==> src/common/texture_pkg.sv <==
package texture_pkg;

    // grayscale pixel, one byte
    localparam int PIX_W = 8;

    // fixed frame geometry
    localparam int COLS = 30;
    localparam int ROWS = 30;

    // raster position counters
    localparam int COL_W = $clog2(COLS);
    localparam int ROW_W = $clog2(ROWS);

    // one bit per neighbor of a 3x3 window
    localparam int CODE_W = 8;

    // sum of nine pixels, max 9 * 255 = 2295
    // also holds nine times a single pixel
    localparam int SUM_W = 12;

endpackage
==> src/design/texture_top.sv <==
module texture_top (
    input  logic                           clk,
    input  logic                           arst_n_i,
    input  logic [texture_pkg::PIX_W-1:0]  grayscale_i,
    input  logic                           done_i,
    output logic [texture_pkg::CODE_W-1:0] lbp_code_o,
    output logic [texture_pkg::CODE_W-1:0] ni_code_o,
    output logic                           done_o,
    output logic                           progress_done_o
);

    // 3x3 taps, row major from the top left
    logic [texture_pkg::PIX_W-1:0] s1, s2, s3;
    logic [texture_pkg::PIX_W-1:0] s4, s5, s6;
    logic [texture_pkg::PIX_W-1:0] s7, s8, s9;
    logic                          win_done;
    logic                          win_last;

    window_3x3 u_window (
        .clk        (clk),
        .arst_n_i   (arst_n_i),
        .done_i     (done_i),
        .pix_i      (grayscale_i),
        .s1_o       (s1),
        .s2_o       (s2),
        .s3_o       (s3),
        .s4_o       (s4),
        .s5_o       (s5),
        .s6_o       (s6),
        .s7_o       (s7),
        .s8_o       (s8),
        .s9_o       (s9),
        .win_done_o (win_done),
        .win_last_o (win_last)
    );

    lbp_code u_lbp (
        .clk        (clk),
        .arst_n_i   (arst_n_i),
        .win_done_i (win_done),
        .s1_i       (s1),
        .s2_i       (s2),
        .s3_i       (s3),
        .s4_i       (s4),
        .s5_i       (s5),
        .s6_i       (s6),
        .s7_i       (s7),
        .s8_i       (s8),
        .s9_i       (s9),
        .lbp_code_o (lbp_code_o)
    );

    // also owns the output strobes, same latency as the lbp register
    ni_code u_ni (
        .clk             (clk),
        .arst_n_i        (arst_n_i),
        .win_done_i      (win_done),
        .win_last_i      (win_last),
        .s1_i            (s1),
        .s2_i            (s2),
        .s3_i            (s3),
        .s4_i            (s4),
        .s5_i            (s5),
        .s6_i            (s6),
        .s7_i            (s7),
        .s8_i            (s8),
        .s9_i            (s9),
        .ni_code_o       (ni_code_o),
        .done_o          (done_o),
        .progress_done_o (progress_done_o)
    );

endmodule

==> src/design/ni_code.sv <==
module ni_code (
    input  logic                           clk,
    input  logic                           arst_n_i,
    input  logic                           win_done_i,
    input  logic                           win_last_i,
    input  logic [texture_pkg::PIX_W-1:0]  s1_i,
    input  logic [texture_pkg::PIX_W-1:0]  s2_i,
    input  logic [texture_pkg::PIX_W-1:0]  s3_i,
    input  logic [texture_pkg::PIX_W-1:0]  s4_i,
    input  logic [texture_pkg::PIX_W-1:0]  s5_i,
    input  logic [texture_pkg::PIX_W-1:0]  s6_i,
    input  logic [texture_pkg::PIX_W-1:0]  s7_i,
    input  logic [texture_pkg::PIX_W-1:0]  s8_i,
    input  logic [texture_pkg::PIX_W-1:0]  s9_i,
    output logic [texture_pkg::CODE_W-1:0] ni_code_o,
    output logic                           done_o,
    output logic                           progress_done_o
);

    // neighbors in code bit order, counterclockwise from east
    logic [texture_pkg::PIX_W-1:0]  nbr [texture_pkg::CODE_W];
    logic [texture_pkg::SUM_W-1:0]  patch_sum;
    logic [texture_pkg::CODE_W-1:0] code_next;

    // zero extend a pixel to sum width
    function automatic logic [texture_pkg::SUM_W-1:0] widen(
        input logic [texture_pkg::PIX_W-1:0] p
    );
        logic [texture_pkg::SUM_W-1:0] w;
        w = '0;
        w[texture_pkg::PIX_W-1:0] = p;
        return w;
    endfunction

    assign nbr[0] = s6_i;
    assign nbr[1] = s3_i;
    assign nbr[2] = s2_i;
    assign nbr[3] = s1_i;
    assign nbr[4] = s4_i;
    assign nbr[5] = s7_i;
    assign nbr[6] = s8_i;
    assign nbr[7] = s9_i;

    // center plus the eight neighbors
    always_comb begin
        patch_sum = widen(s5_i);
        for (int b = 0; b < texture_pkg::CODE_W; b++) begin
            patch_sum = patch_sum + widen(nbr[b]);
        end
    end

    // n >= sum / 9 rewritten as 9n >= sum, 9n as 8n + n
    always_comb begin
        for (int b = 0; b < texture_pkg::CODE_W; b++) begin
            code_next[b] = ((widen(nbr[b]) << 3) + widen(nbr[b])) >= patch_sum;
        end
    end

    always_ff @(posedge clk or negedge arst_n_i) begin
        if (!arst_n_i) begin
            ni_code_o <= '0;
        end else if (win_done_i) begin
            ni_code_o <= code_next;
        end
    end

    // strobes follow the window every cycle
    always_ff @(posedge clk or negedge arst_n_i) begin
        if (!arst_n_i) begin
            done_o          <= 1'b0;
            progress_done_o <= 1'b0;
        end else begin
            done_o          <= win_done_i;
            progress_done_o <= win_done_i && win_last_i;
        end
    end

endmodule

==> src/design/lbp_code.sv <==
module lbp_code (
    input  logic                           clk,
    input  logic                           arst_n_i,
    input  logic                           win_done_i,
    input  logic [texture_pkg::PIX_W-1:0]  s1_i,
    input  logic [texture_pkg::PIX_W-1:0]  s2_i,
    input  logic [texture_pkg::PIX_W-1:0]  s3_i,
    input  logic [texture_pkg::PIX_W-1:0]  s4_i,
    input  logic [texture_pkg::PIX_W-1:0]  s5_i,
    input  logic [texture_pkg::PIX_W-1:0]  s6_i,
    input  logic [texture_pkg::PIX_W-1:0]  s7_i,
    input  logic [texture_pkg::PIX_W-1:0]  s8_i,
    input  logic [texture_pkg::PIX_W-1:0]  s9_i,
    output logic [texture_pkg::CODE_W-1:0] lbp_code_o
);

    // neighbors in code bit order, counterclockwise from east
    logic [texture_pkg::PIX_W-1:0]  nbr [texture_pkg::CODE_W];
    logic [texture_pkg::CODE_W-1:0] code_next;

    assign nbr[0] = s6_i;
    assign nbr[1] = s3_i;
    assign nbr[2] = s2_i;
    assign nbr[3] = s1_i;
    assign nbr[4] = s4_i;
    assign nbr[5] = s7_i;
    assign nbr[6] = s8_i;
    assign nbr[7] = s9_i;

    // threshold against the center pixel
    always_comb begin
        for (int b = 0; b < texture_pkg::CODE_W; b++) begin
            code_next[b] = (nbr[b] >= s5_i);
        end
    end

    always_ff @(posedge clk or negedge arst_n_i) begin
        if (!arst_n_i) begin
            lbp_code_o <= '0;
        end else if (win_done_i) begin
            lbp_code_o <= code_next;
        end
    end

endmodule

==> src/design/window/window_3x3.sv <==
module window_3x3 (
    input  logic                          clk,
    input  logic                          arst_n_i,
    input  logic                          done_i,
    input  logic [texture_pkg::PIX_W-1:0] pix_i,
    output logic [texture_pkg::PIX_W-1:0] s1_o,
    output logic [texture_pkg::PIX_W-1:0] s2_o,
    output logic [texture_pkg::PIX_W-1:0] s3_o,
    output logic [texture_pkg::PIX_W-1:0] s4_o,
    output logic [texture_pkg::PIX_W-1:0] s5_o,
    output logic [texture_pkg::PIX_W-1:0] s6_o,
    output logic [texture_pkg::PIX_W-1:0] s7_o,
    output logic [texture_pkg::PIX_W-1:0] s8_o,
    output logic [texture_pkg::PIX_W-1:0] s9_o,
    output logic                          win_done_o,
    output logic                          win_last_o
);

    logic [texture_pkg::COL_W-1:0] col_cnt;
    logic [texture_pkg::ROW_W-1:0] row_cnt;
    logic                          col_end;
    logic                          row_end;
    logic                          win_ok;

    logic [texture_pkg::PIX_W-1:0] mid_pix;
    logic [texture_pkg::PIX_W-1:0] top_pix;

    // window columns, left is the oldest
    logic [texture_pkg::PIX_W-1:0] top_l, top_c, top_r;
    logic [texture_pkg::PIX_W-1:0] mid_l, mid_c, mid_r;
    logic [texture_pkg::PIX_W-1:0] bot_l, bot_c, bot_r;

    row_buffer u_rows (
        .clk      (clk),
        .arst_n_i (arst_n_i),
        .wr_i     (done_i),
        .col_i    (col_cnt),
        .pix_i    (pix_i),
        .mid_o    (mid_pix),
        .top_o    (top_pix)
    );

    assign col_end = (col_cnt == texture_pkg::COL_W'(texture_pkg::COLS - 1));
    assign row_end = (row_cnt == texture_pkg::ROW_W'(texture_pkg::ROWS - 1));

    // the incoming pixel closes a full 3x3 patch
    assign win_ok = (col_cnt >= texture_pkg::COL_W'(2)) &&
                    (row_cnt >= texture_pkg::ROW_W'(2));

    // raster position, wraps at frame end
    always_ff @(posedge clk or negedge arst_n_i) begin
        if (!arst_n_i) begin
            col_cnt <= '0;
            row_cnt <= '0;
        end else if (done_i) begin
            if (col_end) begin
                col_cnt <= '0;
                row_cnt <= row_end ? '0 : row_cnt + texture_pkg::ROW_W'(1);
            end else begin
                col_cnt <= col_cnt + texture_pkg::COL_W'(1);
            end
        end
    end

    // strobes line up with the shifted window
    always_ff @(posedge clk or negedge arst_n_i) begin
        if (!arst_n_i) begin
            win_done_o <= 1'b0;
            win_last_o <= 1'b0;
        end else begin
            win_done_o <= done_i && win_ok;
            win_last_o <= done_i && col_end && row_end;
        end
    end

    // shift one column per pixel
    always_ff @(posedge clk) begin
        if (done_i) begin
            top_l <= top_c;
            top_c <= top_r;
            top_r <= top_pix;
            mid_l <= mid_c;
            mid_c <= mid_r;
            mid_r <= mid_pix;
            bot_l <= bot_c;
            bot_c <= bot_r;
            bot_r <= pix_i;
        end
    end

    assign s1_o = top_l;
    assign s2_o = top_c;
    assign s3_o = top_r;
    assign s4_o = mid_l;
    assign s5_o = mid_c;
    assign s6_o = mid_r;
    assign s7_o = bot_l;
    assign s8_o = bot_c;
    assign s9_o = bot_r;

endmodule

==> src/design/window/row_buffer.sv <==
module row_buffer (
    input  logic                          clk,
    input  logic                          arst_n_i,
    input  logic                          wr_i,
    input  logic [texture_pkg::COL_W-1:0] col_i,
    input  logic [texture_pkg::PIX_W-1:0] pix_i,
    output logic [texture_pkg::PIX_W-1:0] mid_o,
    output logic [texture_pkg::PIX_W-1:0] top_o
);

    // one row ago
    logic [texture_pkg::PIX_W-1:0] mid_mem [texture_pkg::COLS];
    // two rows ago
    logic [texture_pkg::PIX_W-1:0] top_mem [texture_pkg::COLS];

    // history of the addressed column, read without a clock
    assign mid_o = mid_mem[col_i];
    assign top_o = top_mem[col_i];

    // a write ages the column by one row
    always_ff @(posedge clk or negedge arst_n_i) begin
        if (!arst_n_i) begin
            for (int i = 0; i < texture_pkg::COLS; i++) begin
                mid_mem[i] <= '0;
                top_mem[i] <= '0;
            end
        end else if (wr_i) begin
            top_mem[col_i] <= mid_mem[col_i];
            mid_mem[col_i] <= pix_i;
        end
    end

endmodule

==> config.mk <==
export PLATFORM = sky130hd
export DESIGN_NAME = texture_top
export DESIGN_NICKNAME = d
export VERILOG_FILES = /design/src/common/texture_pkg.sv /design/src/design/texture_top.sv /design/src/design/ni_code.sv /design/src/design/lbp_code.sv /design/src/design/window/window_3x3.sv /design/src/design/window/row_buffer.sv
export SDC_FILE = /design/constraint.sdc
export NUM_CORES = 1
export LEC_CHECK = 0
export ABC_AREA = 1
export BUFFER_PORTS_ARGS = -buffer_cell sky130_fd_sc_hd__buf_2
export CORE_MARGIN = 5
export CORE_UTILIZATION = 64
export CTS_CLUSTER_DIAMETER = 150
export DETAILED_ROUTE_END_ITERATION = 12
export PLACE_DENSITY = 0.8
export SKIP_CTS_REPAIR_TIMING = 1
export SLEW_MARGIN = 20
export SYNTH_ARGS = -nofsm -noshare
export SYNTH_HDL_FRONTEND = slang
export SYNTH_HIERARCHICAL = 1
export SYNTH_SLANG_ARGS = --single-unit
export TNS_END_PERCENT = 10
==> constraint.sdc <==
create_clock -name clk -period 5.4 [get_ports clk]
set_clock_uncertainty 0.05 [all_clocks]
set_input_delay 1.35 -clock clk [delete_from_list [all_inputs] [get_ports clk]]
set_output_delay 1.35 -clock clk [all_outputs]
set_load 0.005 [all_outputs]
* Word level (Yosys, flattened, before mapping)
Index checks and enable logic that the tools add are counted.
Cells by class: $add $sub $neg 18, $lt $le $gt $ge 20, equality and inequality tests 2, mux-type cells 12, bitwise gates (word level) 1, reduce and logical (&&, ||, !) cells 7
Operator list (number):
- $bwmux W240 | 2
- $add A11 B8 Y12 | 8
- $ge A12 B12 Y1 | 8
- $add A12 B8 Y12 | 7
- $bmux W8 S5 | 2
- $ge A8 B8 Y1 | 8
- $demux W8 S5 | 1
- $mux W8 | 5
- $add A5 B1 Y5 const B | 2
- $eq A5 B5 Y1 const B | 2
- $ge A5 B2 Y1 const B | 2
- $mux W5 | 2
- $add A8 B8 Y9 | 1
- $ge A6 B6 Y1 const B | 1
- $logic_and A1 B1 Y1 | 6
- $lt A6 B1 Y1 const B | 1
- $not A5 Y6 | 1
- $reduce_and A2 Y1 | 1
Storage, ports and cells: flip-flop bits (word level) 582, input port bits 11, output and inout port bits 18

* Depth between registers and ports, before layout
Gate-level depths: netlist (run 1).
depth after elaboration 9, mapped depth 23

* Modules after synthesis
The synthesis (run 1) kept the hierarchy.
By module, submodules not included:
- row_buffer | times used 1, cells each 2908, area each 22485.3 um2, sequential area each 12011.5 um2
- ni_code | times used 1, cells each 895, area each 6294.8 um2, sequential area each 250.2 um2
- window_3x3 | times used 1, cells each 158, area each 2852.7 um2, sequential area each 2462.4 um2
- lbp_code | times used 1, cells each 250, area each 1818.0 um2, sequential area each 200.2 um2

* Worst setup path before layout (run 1)
OpenSTA, ideal clock, no wires.
path kind register to register, from register u_window.top_l (netlist bit u_window/s1_o[4]), to register u_ni/ni_code_o[0] in the netlist's numbering, setup time 0.120 ns, data arrival time 4.636 ns, path slack 0.594 ns, cell stages (with the launch flop) 23, path through edfxtp_1 -> inv_1 -> fa_1 -> inv_1 -> fa_1 -> fa_1 -> inv_1 -> fa_1 -> inv_1 -> ha_1 -> nand2_1 -> nand2_1 -> nand3_1 -> nand3_2 -> xnor2_1 -> ha_1 -> a21oi_1 -> o31a_1 -> nand2_1 -> nand2_1 -> nand2_1 -> nand2_1 -> a21oi_2
On the way: cells in the longest elaborated chain, start to end 6
Ends and longest elaborated chain:
- from (decl) | RTL line window_3x3.sv:29 | logic [texture_pkg::PIX_W-1:0] top_l, top_c, top_r;
- from (signal assigned) | RTL line window_3x3.sv:79 | top_l <= top_c;
- $add A12 B8 Y12 (5 in a row) | RTL line ni_code.sv:48 | patch_sum = patch_sum + widen(nbr[b]);
- $ge A12 B12 Y1 | RTL line ni_code.sv:55 | code_next[b] = ((widen(nbr[b]) << 3) + widen(nbr[b])) >= patch_sum;
- to (signal assigned) | RTL line ni_code.sv:63 | ni_code_o <= code_next;
- to (decl) | RTL line ni_code.sv:15 | output logic [texture_pkg::CODE_W-1:0] ni_code_o,
Every way passes these cells. A chain may end at the register's enable or synchronous reset.

* Worst setup path after layout (run 1)
from register u_window.bot_l (netlist bit u_window/s7_o[4]), to register u_ni/ni_code_o[0] in the netlist's numbering
On the way: cells in the longest elaborated chain, start to end 4
Ends and longest elaborated chain:
- from (decl) | RTL line window_3x3.sv:31 | logic [texture_pkg::PIX_W-1:0] bot_l, bot_c, bot_r;
- from (signal assigned) | RTL line window_3x3.sv:85 | bot_l <= bot_c;
- $add A12 B8 Y12 (3 in a row) | RTL line ni_code.sv:48
- $ge A12 B12 Y1 | RTL line ni_code.sv:55
Every way passes these cells.

==> implementation parameters, run 1 <==
Parameter                              Value

Run status
  Status    complete, no violations

Final layout
  Number of nets in the final layout    4454
  Layout overhead on the synthesized area    8.73%
  Most used cells in the layout excluding fill and tap cells    2089 x sky130_fd_sc_hd__nand2_1, 508 x sky130_fd_sc_hd__dfrtp_1, 259 x sky130_fd_sc_hd__inv_1
  Fillers    4008
  Summed area of non-filler cells in the final layout    36400 sq um
  Leading cell type in the layout, fill and taps excluded    sky130_fd_sc_hd__nand2_1
  Share of final-layout standard cells stronger than drive strength 1    0.0773

Routing
  # DRC    0
  Number of nets with antenna violations after detailed routing    0
  DRT iter0 DRCs    3389
  Detailed-route vias per instance    5.78
  Average wire per standard cell    19.0 um
  Via count    28372
  Post-detailed-routing wire length    93200 um
  Number of detailed-route iterations in the first pass    6

Critical path
  Worst reg2reg startpoint    u_window/s7_o[4]
  Data arrival, critical path    5.69 ns
  Worst setup SP type    flip-flop
  Crit path max-delay family    adder cells
  Worst r2r dst    u_ni/ni_code_o[0]
  Cell-by-cell listing of the critical path    fa_1 > fa_1 > fa_1 > inv_1 > fa_1 > inv_1 > ha_1 > nand2_1 > nand2_1 > a31oi_1 > xor2_1 > buf_4 > ha_1 > a21oi_1 > o31a_1 > nand2_1 > nand2_1 > nand2_1 > nand2_1 > a21oi_2
  Max stage delay on crit path    0.63 ns
  Reg-to-reg slack, setup    0.20 ns
  Worst endpoint required time    5.88 ns
  Start-to-end type of the worst setup path    reg2reg
  Worst Setup EP    u_ni/ni_code_o[0]
  CP max-delay cell    sky130_fd_sc_hd__fa_1
  Path depth of the worst reg2reg path    20
  Dominant cell type by count on the critical path    sky130_fd_sc_hd__nand2_1
  Maximum fanout along the worst path    5
  Crit. End Element    flip-flop
  Worst Path Buf+Inv    3
  Crit path launch    u_window/s7_o[4]
  Total number of cells along the worst setup path    20

Die
  Ports    29
  Number of standard-cell rows in the floorplan    83
  Die span in x    239 um
  Die height    239 um
  Die Area    56900 sq um
  Starting density of the core    0.649
  Core Region    51500 sq um

Clock tree
  H-tree depth    2
  Clock transition at the registers of the reported paths    0.06 ns
  CTS buffer count    60
  Number of sinks handled by clock tree synthesis    582
  Buffers from clock root to sink, at most    3
  TritonCTS clock tree    built
  Clock root buffer master    sky130_fd_sc_hd__clkbuf_16
  Worst-Skew Late Latency    0.66 ns

Placed design
  Routability Congestion    0.931
  Placed cell area    34100 sq um
  Total half-perimeter wirelength after legalization and detailed placement    62500 um
  Count of buffers inserted at the top-level ports    28

STA
  Number of endpoints with negative hold slack in the final report    0
  Period Utilization, post-route    0.963
  Final setup fails    0
  F_max    192 MHz
  Slew Limit Headroom    0.213
  Max Slew Vio Count    0
  Setup repair after global routing missed its margin    no
  Post-layout min period    5.20 ns
  Pin slew with the least headroom to its limit    1.18 ns

Synth
  Count of mapped cells out of synthesis    4211
  Post-Syn Nets    4487
  Flip-flop and latch count after synthesis    582
  Mapped Area    33500 sq um
  Synthesized area divided by synthesized cell count    7.94 sq um
  Count of cell types in the netlist    43
  Yosys warnings    6
  Share of synthesized area occupied by flip-flops and latches    0.446

GRT
  Total gr overflow    0
  Overall routing resource usage    0.325
  Largest net degree at the start of global routing    126
  Initial antenna violation count    0
  Global-route wire length before repair    148000 um
  Via count of the first global-routing pass    26847

Hold path
  Hold path startpoint    u_window/win_last_o
  Path category of the worst min-delay check    reg2reg

Flow run
  Number of maximum-capacitance violations    0
synthesized netlist by cell type, drive strengths merged:
| cell type | instances | area [sq um] |
|---|---|---|
| edfxtp | 72 | 2160 |
| dfrtp | 510 | 12800 |
| a22oi | 112 | 841 |
| nand2 | 2100 | 7940 |
| o21bai | 1 | 7.51 |
| a21o | 8 | 60.1 |
| o22ai | 1 | 6.26 |
| a22o | 8 | 70.1 |
| nand3 | 47 | 245 |
| clkbuf | 61 | 230 |
| xor2 | 44 | 385 |
| o21ai | 255 | 1280 |
| fa | 62 | 1240 |
| buf | 130 | 739 |
| inv | 303 | 1140 |
| a21boi | 1 | 7.51 |
| clkinv | 1 | 3.75 |
| a21oi | 80 | 415 |
| ha | 203 | 2540 |
| xnor2 | 4 | 35.0 |
| nand3b | 17 | 128 |
| a31oi | 10 | 62.6 |
| o31a | 8 | 70.1 |
| nor2 | 138 | 788 |
| nand4 | 2 | 12.5 |
| nor3 | 33 | 273 |
worst min-delay path by stage:
| stage | to | slack [ns] | depth (start not counted) |
|---|---|---|---|
| floorplan | u_ni/done_o | 0.34 | 0 |
| global placement | u_ni/progress_done_o | 0.36 | 2 |
| detailed placement | u_ni/progress_done_o | 0.37 | 2 |
| CTS | u_ni/progress_done_o | 0.38 | 2 |
| global route | u_ni/progress_done_o | 0.43 | 2 |
| finish | u_ni/progress_done_o | 0.38 | 2 |
flip-flops by register name (all words and copies together) (netlist names), 5 cells and up:
name / count
u_window/s9_o: 8
u_ni/ni_code_o: 8
u_window/s8_o: 8
u_window/s5_o: 8
u_window/row_cnt: 5
u_window/u_rows/top_mem: 240
u_lbp/lbp_code_o: 8
u_window/s3_o: 8
u_window/s4_o: 8
u_window/s7_o: 8
u_window/s1_o: 8
u_window/s2_o: 8
u_window/u_rows/mid_mem: 240
u_window/s6_o: 8
u_window/col_cnt: 5
final cells by class:
type,count,area [sq um],share of cell area
well taps,680,851,0.0234
flip-flops and latches,582,14900,0.410
diodes,1,2.50,0.0000688
repair buffers,96,738,0.0203
clock buffers,82,1770,0.0485
clock inverters,32,473,0.0130
multi-input cells,3134,16500,0.453
inverters,304,1150,0.0316
stage by stage:
| step | hold slack [ns] | std cells | worst slack [ns] | util | setup TNS [ns] |
|---|---|---|---|---|---|
| floorplan | 0.343 | 4211 | 0.594 | - | 0 |
| global placement | 0.363 | 4796 | 0.0986 | 0.662 | 0 |
| detailed placement | 0.367 | 4796 | 0.0101 | 0.662 | 0 |
| CTS | 0.379 | 4910 | -0.00401 | 0.705 | -0.00401 |
| global route | 0.432 | 4910 | 0.0181 | 0.706 | 0 |
| finish | 0.382 | 4911 | 0.197 | 0.706 | 0 |
per-layer routing:
layer / vias to the layer above / global-route usage / part of all wire
met5: - / 0 / 0
met4: 0 / 0.129 / 0.040
met3: 234 / 0.0548 / 0.088
met2: 1326 / 0.519 / 0.46
met1: 13566 / 0.450 / 0.41
li1: 13246 / - / -
worst min-delay path: stages, from the launching register on:
cell	delay, ns
sky130_fd_sc_hd__dfrtp_1	0.32
sky130_fd_sc_hd__nand2_1	0.04
sky130_fd_sc_hd__inv_1	0.04
kinds of logic after synthesis:
group | share of synthesized area
adders and majority gates | 0.113
DFF | 0.446
buffers and inverters | 0.0633
and+or+nand+nor | 0.281
AOI/OAI and AO/OA | 0.0843
xor gates and xnor gates | 0.0126
Power of run 1 is not shown: default switching activity piles up to over one toggle a cycle in this logic, so the estimate is an artifact.
==> inputs of run 2 (changes only) <==
--- a/config.mk
+++ b/config.mk
@@ -8,10 +8,11 @@
 export ABC_AREA = 1
 export BUFFER_PORTS_ARGS = -buffer_cell sky130_fd_sc_hd__buf_2
 export CORE_MARGIN = 5
-export CORE_UTILIZATION = 64
+export CORE_UTILIZATION = 66
+export CTS_BUF_LIST = sky130_fd_sc_hd__clkbuf_4 sky130_fd_sc_hd__clkbuf_8
 export CTS_CLUSTER_DIAMETER = 150
 export DETAILED_ROUTE_END_ITERATION = 12
-export PLACE_DENSITY = 0.8
+export PLACE_DENSITY = 0.83
 export SKIP_CTS_REPAIR_TIMING = 1
 export SLEW_MARGIN = 20
 export SYNTH_ARGS = -nofsm -noshare
==> run 2 against run 1 <==
Utilization grew 1.2 points. Register-to-register slack improved by 0.12 ns. Sequential share of layout area is 0.37 points higher. Fmax up 2.3%. Hold slack improved by 0.014 ns. Final area decreased by 0.88%. Highest routed layer unchanged.
==> implementation parameters, run 2 (synthesis gave the netlist of run 1 again) <==
Parameter                              Value

Die
  Die span in x    235 um (-1.5%)
  Die height    235 um (-1.5%)
  Number of standard-cell rows in the floorplan    82 (-1.2%)
  Die Area    55300 sq um (-2.9%)
  Ports    29 (unchanged)
  Starting density of the core    0.667 (+0.0173)
  Core Region    50200 sq um (-2.6%)

Final layout
  Core utilization of the finished layout    0.719 (+0.0124)
  Registers with the most flip-flops    u_window/u_rows/mid_mem (240), u_window/u_rows/top_mem (240)
  Share of final-layout standard cells stronger than drive strength 1    0.0895 (+0.0122)
  Summed area of non-filler cells in the final layout    36000 sq um (-0.88%)
  Leading cell type in the layout, fill and taps excluded    sky130_fd_sc_hd__nand2_1
  Most used cells in the layout excluding fill and tap cells    2087 x sky130_fd_sc_hd__nand2_1, 508 x sky130_fd_sc_hd__dfrtp_1, 259 x sky130_fd_sc_hd__inv_1
  Number of diodes    0 (-1)
  Number of nets in the final layout    4482 (+0.63%)
  Layout overhead on the synthesized area    7.77%

Placed design
  Routability Congestion    0.936 (+0.52%)
  Placed cell area    34000 sq um (-0.23%)
  Count of buffers inserted at the top-level ports    28 (unchanged)
  Total half-perimeter wirelength after legalization and detailed placement    61500 um (-1.6%)

Critical path
  Crit path launch    u_window/s1_o[5]
  Crit. End Element    flip-flop
  Worst reg2reg startpoint    u_window/s1_o[5]
  Reg-to-reg slack, setup    0.31 ns (+0.12 ns)
  Data arrival, critical path    5.63 ns (-0.06 ns)
  Maximum fanout along the worst path    8 (+3)
  Worst endpoint required time    5.94 ns (+0.06 ns)
  Worst setup SP type    flip-flop
  Worst Setup EP    u_ni/ni_code_o[0]
  Start-to-end type of the worst setup path    reg2reg
  Path depth of the worst reg2reg path    21 (+5.0%)
  Worst r2r dst    u_ni/ni_code_o[0]

Clock tree
  TritonCTS clock tree    built
  Buffers from clock root to sink, at most    3 (unchanged)
  Worst-Skew Late Latency    0.69 ns (+0.03 ns)
  CTS buffer count    96 (+60%)
  Clock transition at the registers of the reported paths    0.06 ns (about the same)
  Number of sinks handled by clock tree synthesis    582 (unchanged)
  Clock root buffer master    sky130_fd_sc_hd__clkbuf_8
  H-tree depth    3 (+1)

GRT
  Initial antenna violation count    0 (unchanged)
  Overall routing resource usage    0.330 (+0.00487)
  Largest net degree at the start of global routing    132 (+4.8%)
  Total gr overflow    0 (unchanged)
  Global-route wire length before repair    148000 um (about the same)
  Via count of the first global-routing pass    27147 (+1.1%)

STA
  Pin slew with the least headroom to its limit    1.15 ns (-0.0282 ns)
  Post-layout min period    5.09 ns (-0.117 ns)
  Period Utilization, post-route    0.942 (-0.0217)
  Max Slew Vio Count    0 (unchanged)
  F_max    197 MHz (+2.3%)
  Total Neg Setup Slack    0 ns (unchanged)
  Worst hold slack across all endpoints    0.396 ns (+0.0139 ns)
  Final setup fails    0 (unchanged)
  Number of endpoints with negative hold slack in the final report    0 (unchanged)
  Slew Limit Headroom    0.232 (+0.0189)
  Setup repair after global routing missed its margin    no

Routing
  Post-detailed-routing wire length    93100 um (about the same)
  Number of nets with antenna violations after detailed routing    0 (unchanged)
  Average wire per standard cell    18.8 um (-0.90%)
  Via count    28725 (+1.2%)
  # DRC    0 (unchanged)
  Detailed-route vias per instance    5.80 (+0.43%)
  DRT iter0 DRCs    3678 (+8.5%)
  Number of detailed-route iterations in the first pass    7 (+1)

Hold path
  Path category of the worst min-delay check    reg2reg

Run status
  Status    complete, no violations

Flow run
  Number of maximum-capacitance violations    0 (unchanged)
## run 2: layout make-up
| class | instances | area (sq um) |
|---|---|---|
| Timing Repair Buffer | 88 | 666 |
| Tap cell | 672 | 841 |
| Clock buffer | 152 | 1820 |
| Fill cell | 3792 | 14100 |
| Clock inverter | 19 | 170 |
| Multi-Input combinational cell | 3134 | 16500 |
| Inverter | 304 | 1150 |
| Sequential cell | 582 | 14900 |
## run 2: routing by layer
metal  share of wire  global-route usage  vias up
li1                -                   -    13288
met1            0.40               0.456    13632
met2            0.46               0.513     1525
met3           0.092              0.0629      280
met4           0.045               0.151        0
met5               0                   0        -
## run 2: per-stage QoR
stage               std cells  setup WS [ns]
global placement         4780         0.0549
global route             4951         0.0654
detailed placement       4780        -0.0336
CTS                      4951        -0.0761
finish                   4951          0.314
floorplan                4211          0.594
## run 2: worst max-delay path: stages, from the launching register on
cell and delay, ns:
sky130_fd_sc_hd__edfxtp_1 0.40, sky130_fd_sc_hd__inv_1 0.15, sky130_fd_sc_hd__fa_1 0.60, sky130_fd_sc_hd__inv_1 0.07
sky130_fd_sc_hd__fa_1 0.50, sky130_fd_sc_hd__fa_1 0.55, sky130_fd_sc_hd__inv_1 0.05, sky130_fd_sc_hd__fa_1 0.52
sky130_fd_sc_hd__inv_1 0.04, sky130_fd_sc_hd__ha_1 0.35, sky130_fd_sc_hd__a21oi_1 0.20, sky130_fd_sc_hd__o21ai_2 0.14
sky130_fd_sc_hd__nand3_1 0.10, sky130_fd_sc_hd__nand2_1 0.09, sky130_fd_sc_hd__xnor2_2 0.47, sky130_fd_sc_hd__ha_1 0.35
sky130_fd_sc_hd__nand2_1 0.07, sky130_fd_sc_hd__inv_1 0.04, sky130_fd_sc_hd__nand2_1 0.05, sky130_fd_sc_hd__nand2_1 0.05
sky130_fd_sc_hd__nand2_1 0.07, sky130_fd_sc_hd__a21oi_2 0.05
## run 2: worst min-delay path by stage
stage / slack, ns / start / cells past startpoint / endpoint
5_1_grt: 0.44 / u_window/win_last_o / 2 / u_ni/progress_done_o
4_1_cts: 0.40 / u_window/win_last_o / 2 / u_ni/progress_done_o
3_3_place_gp: 0.36 / u_window/win_last_o / 2 / u_ni/progress_done_o
2_1_floorplan: 0.34 / u_window/win_done_o / 0 / u_ni/done_o
6_report: 0.40 / u_window/win_last_o / 2 / u_ni/progress_done_o
3_5_place_dp: 0.38 / u_window/win_last_o / 2 / u_ni/progress_done_o
Power of run 2 is left out for the same reason.
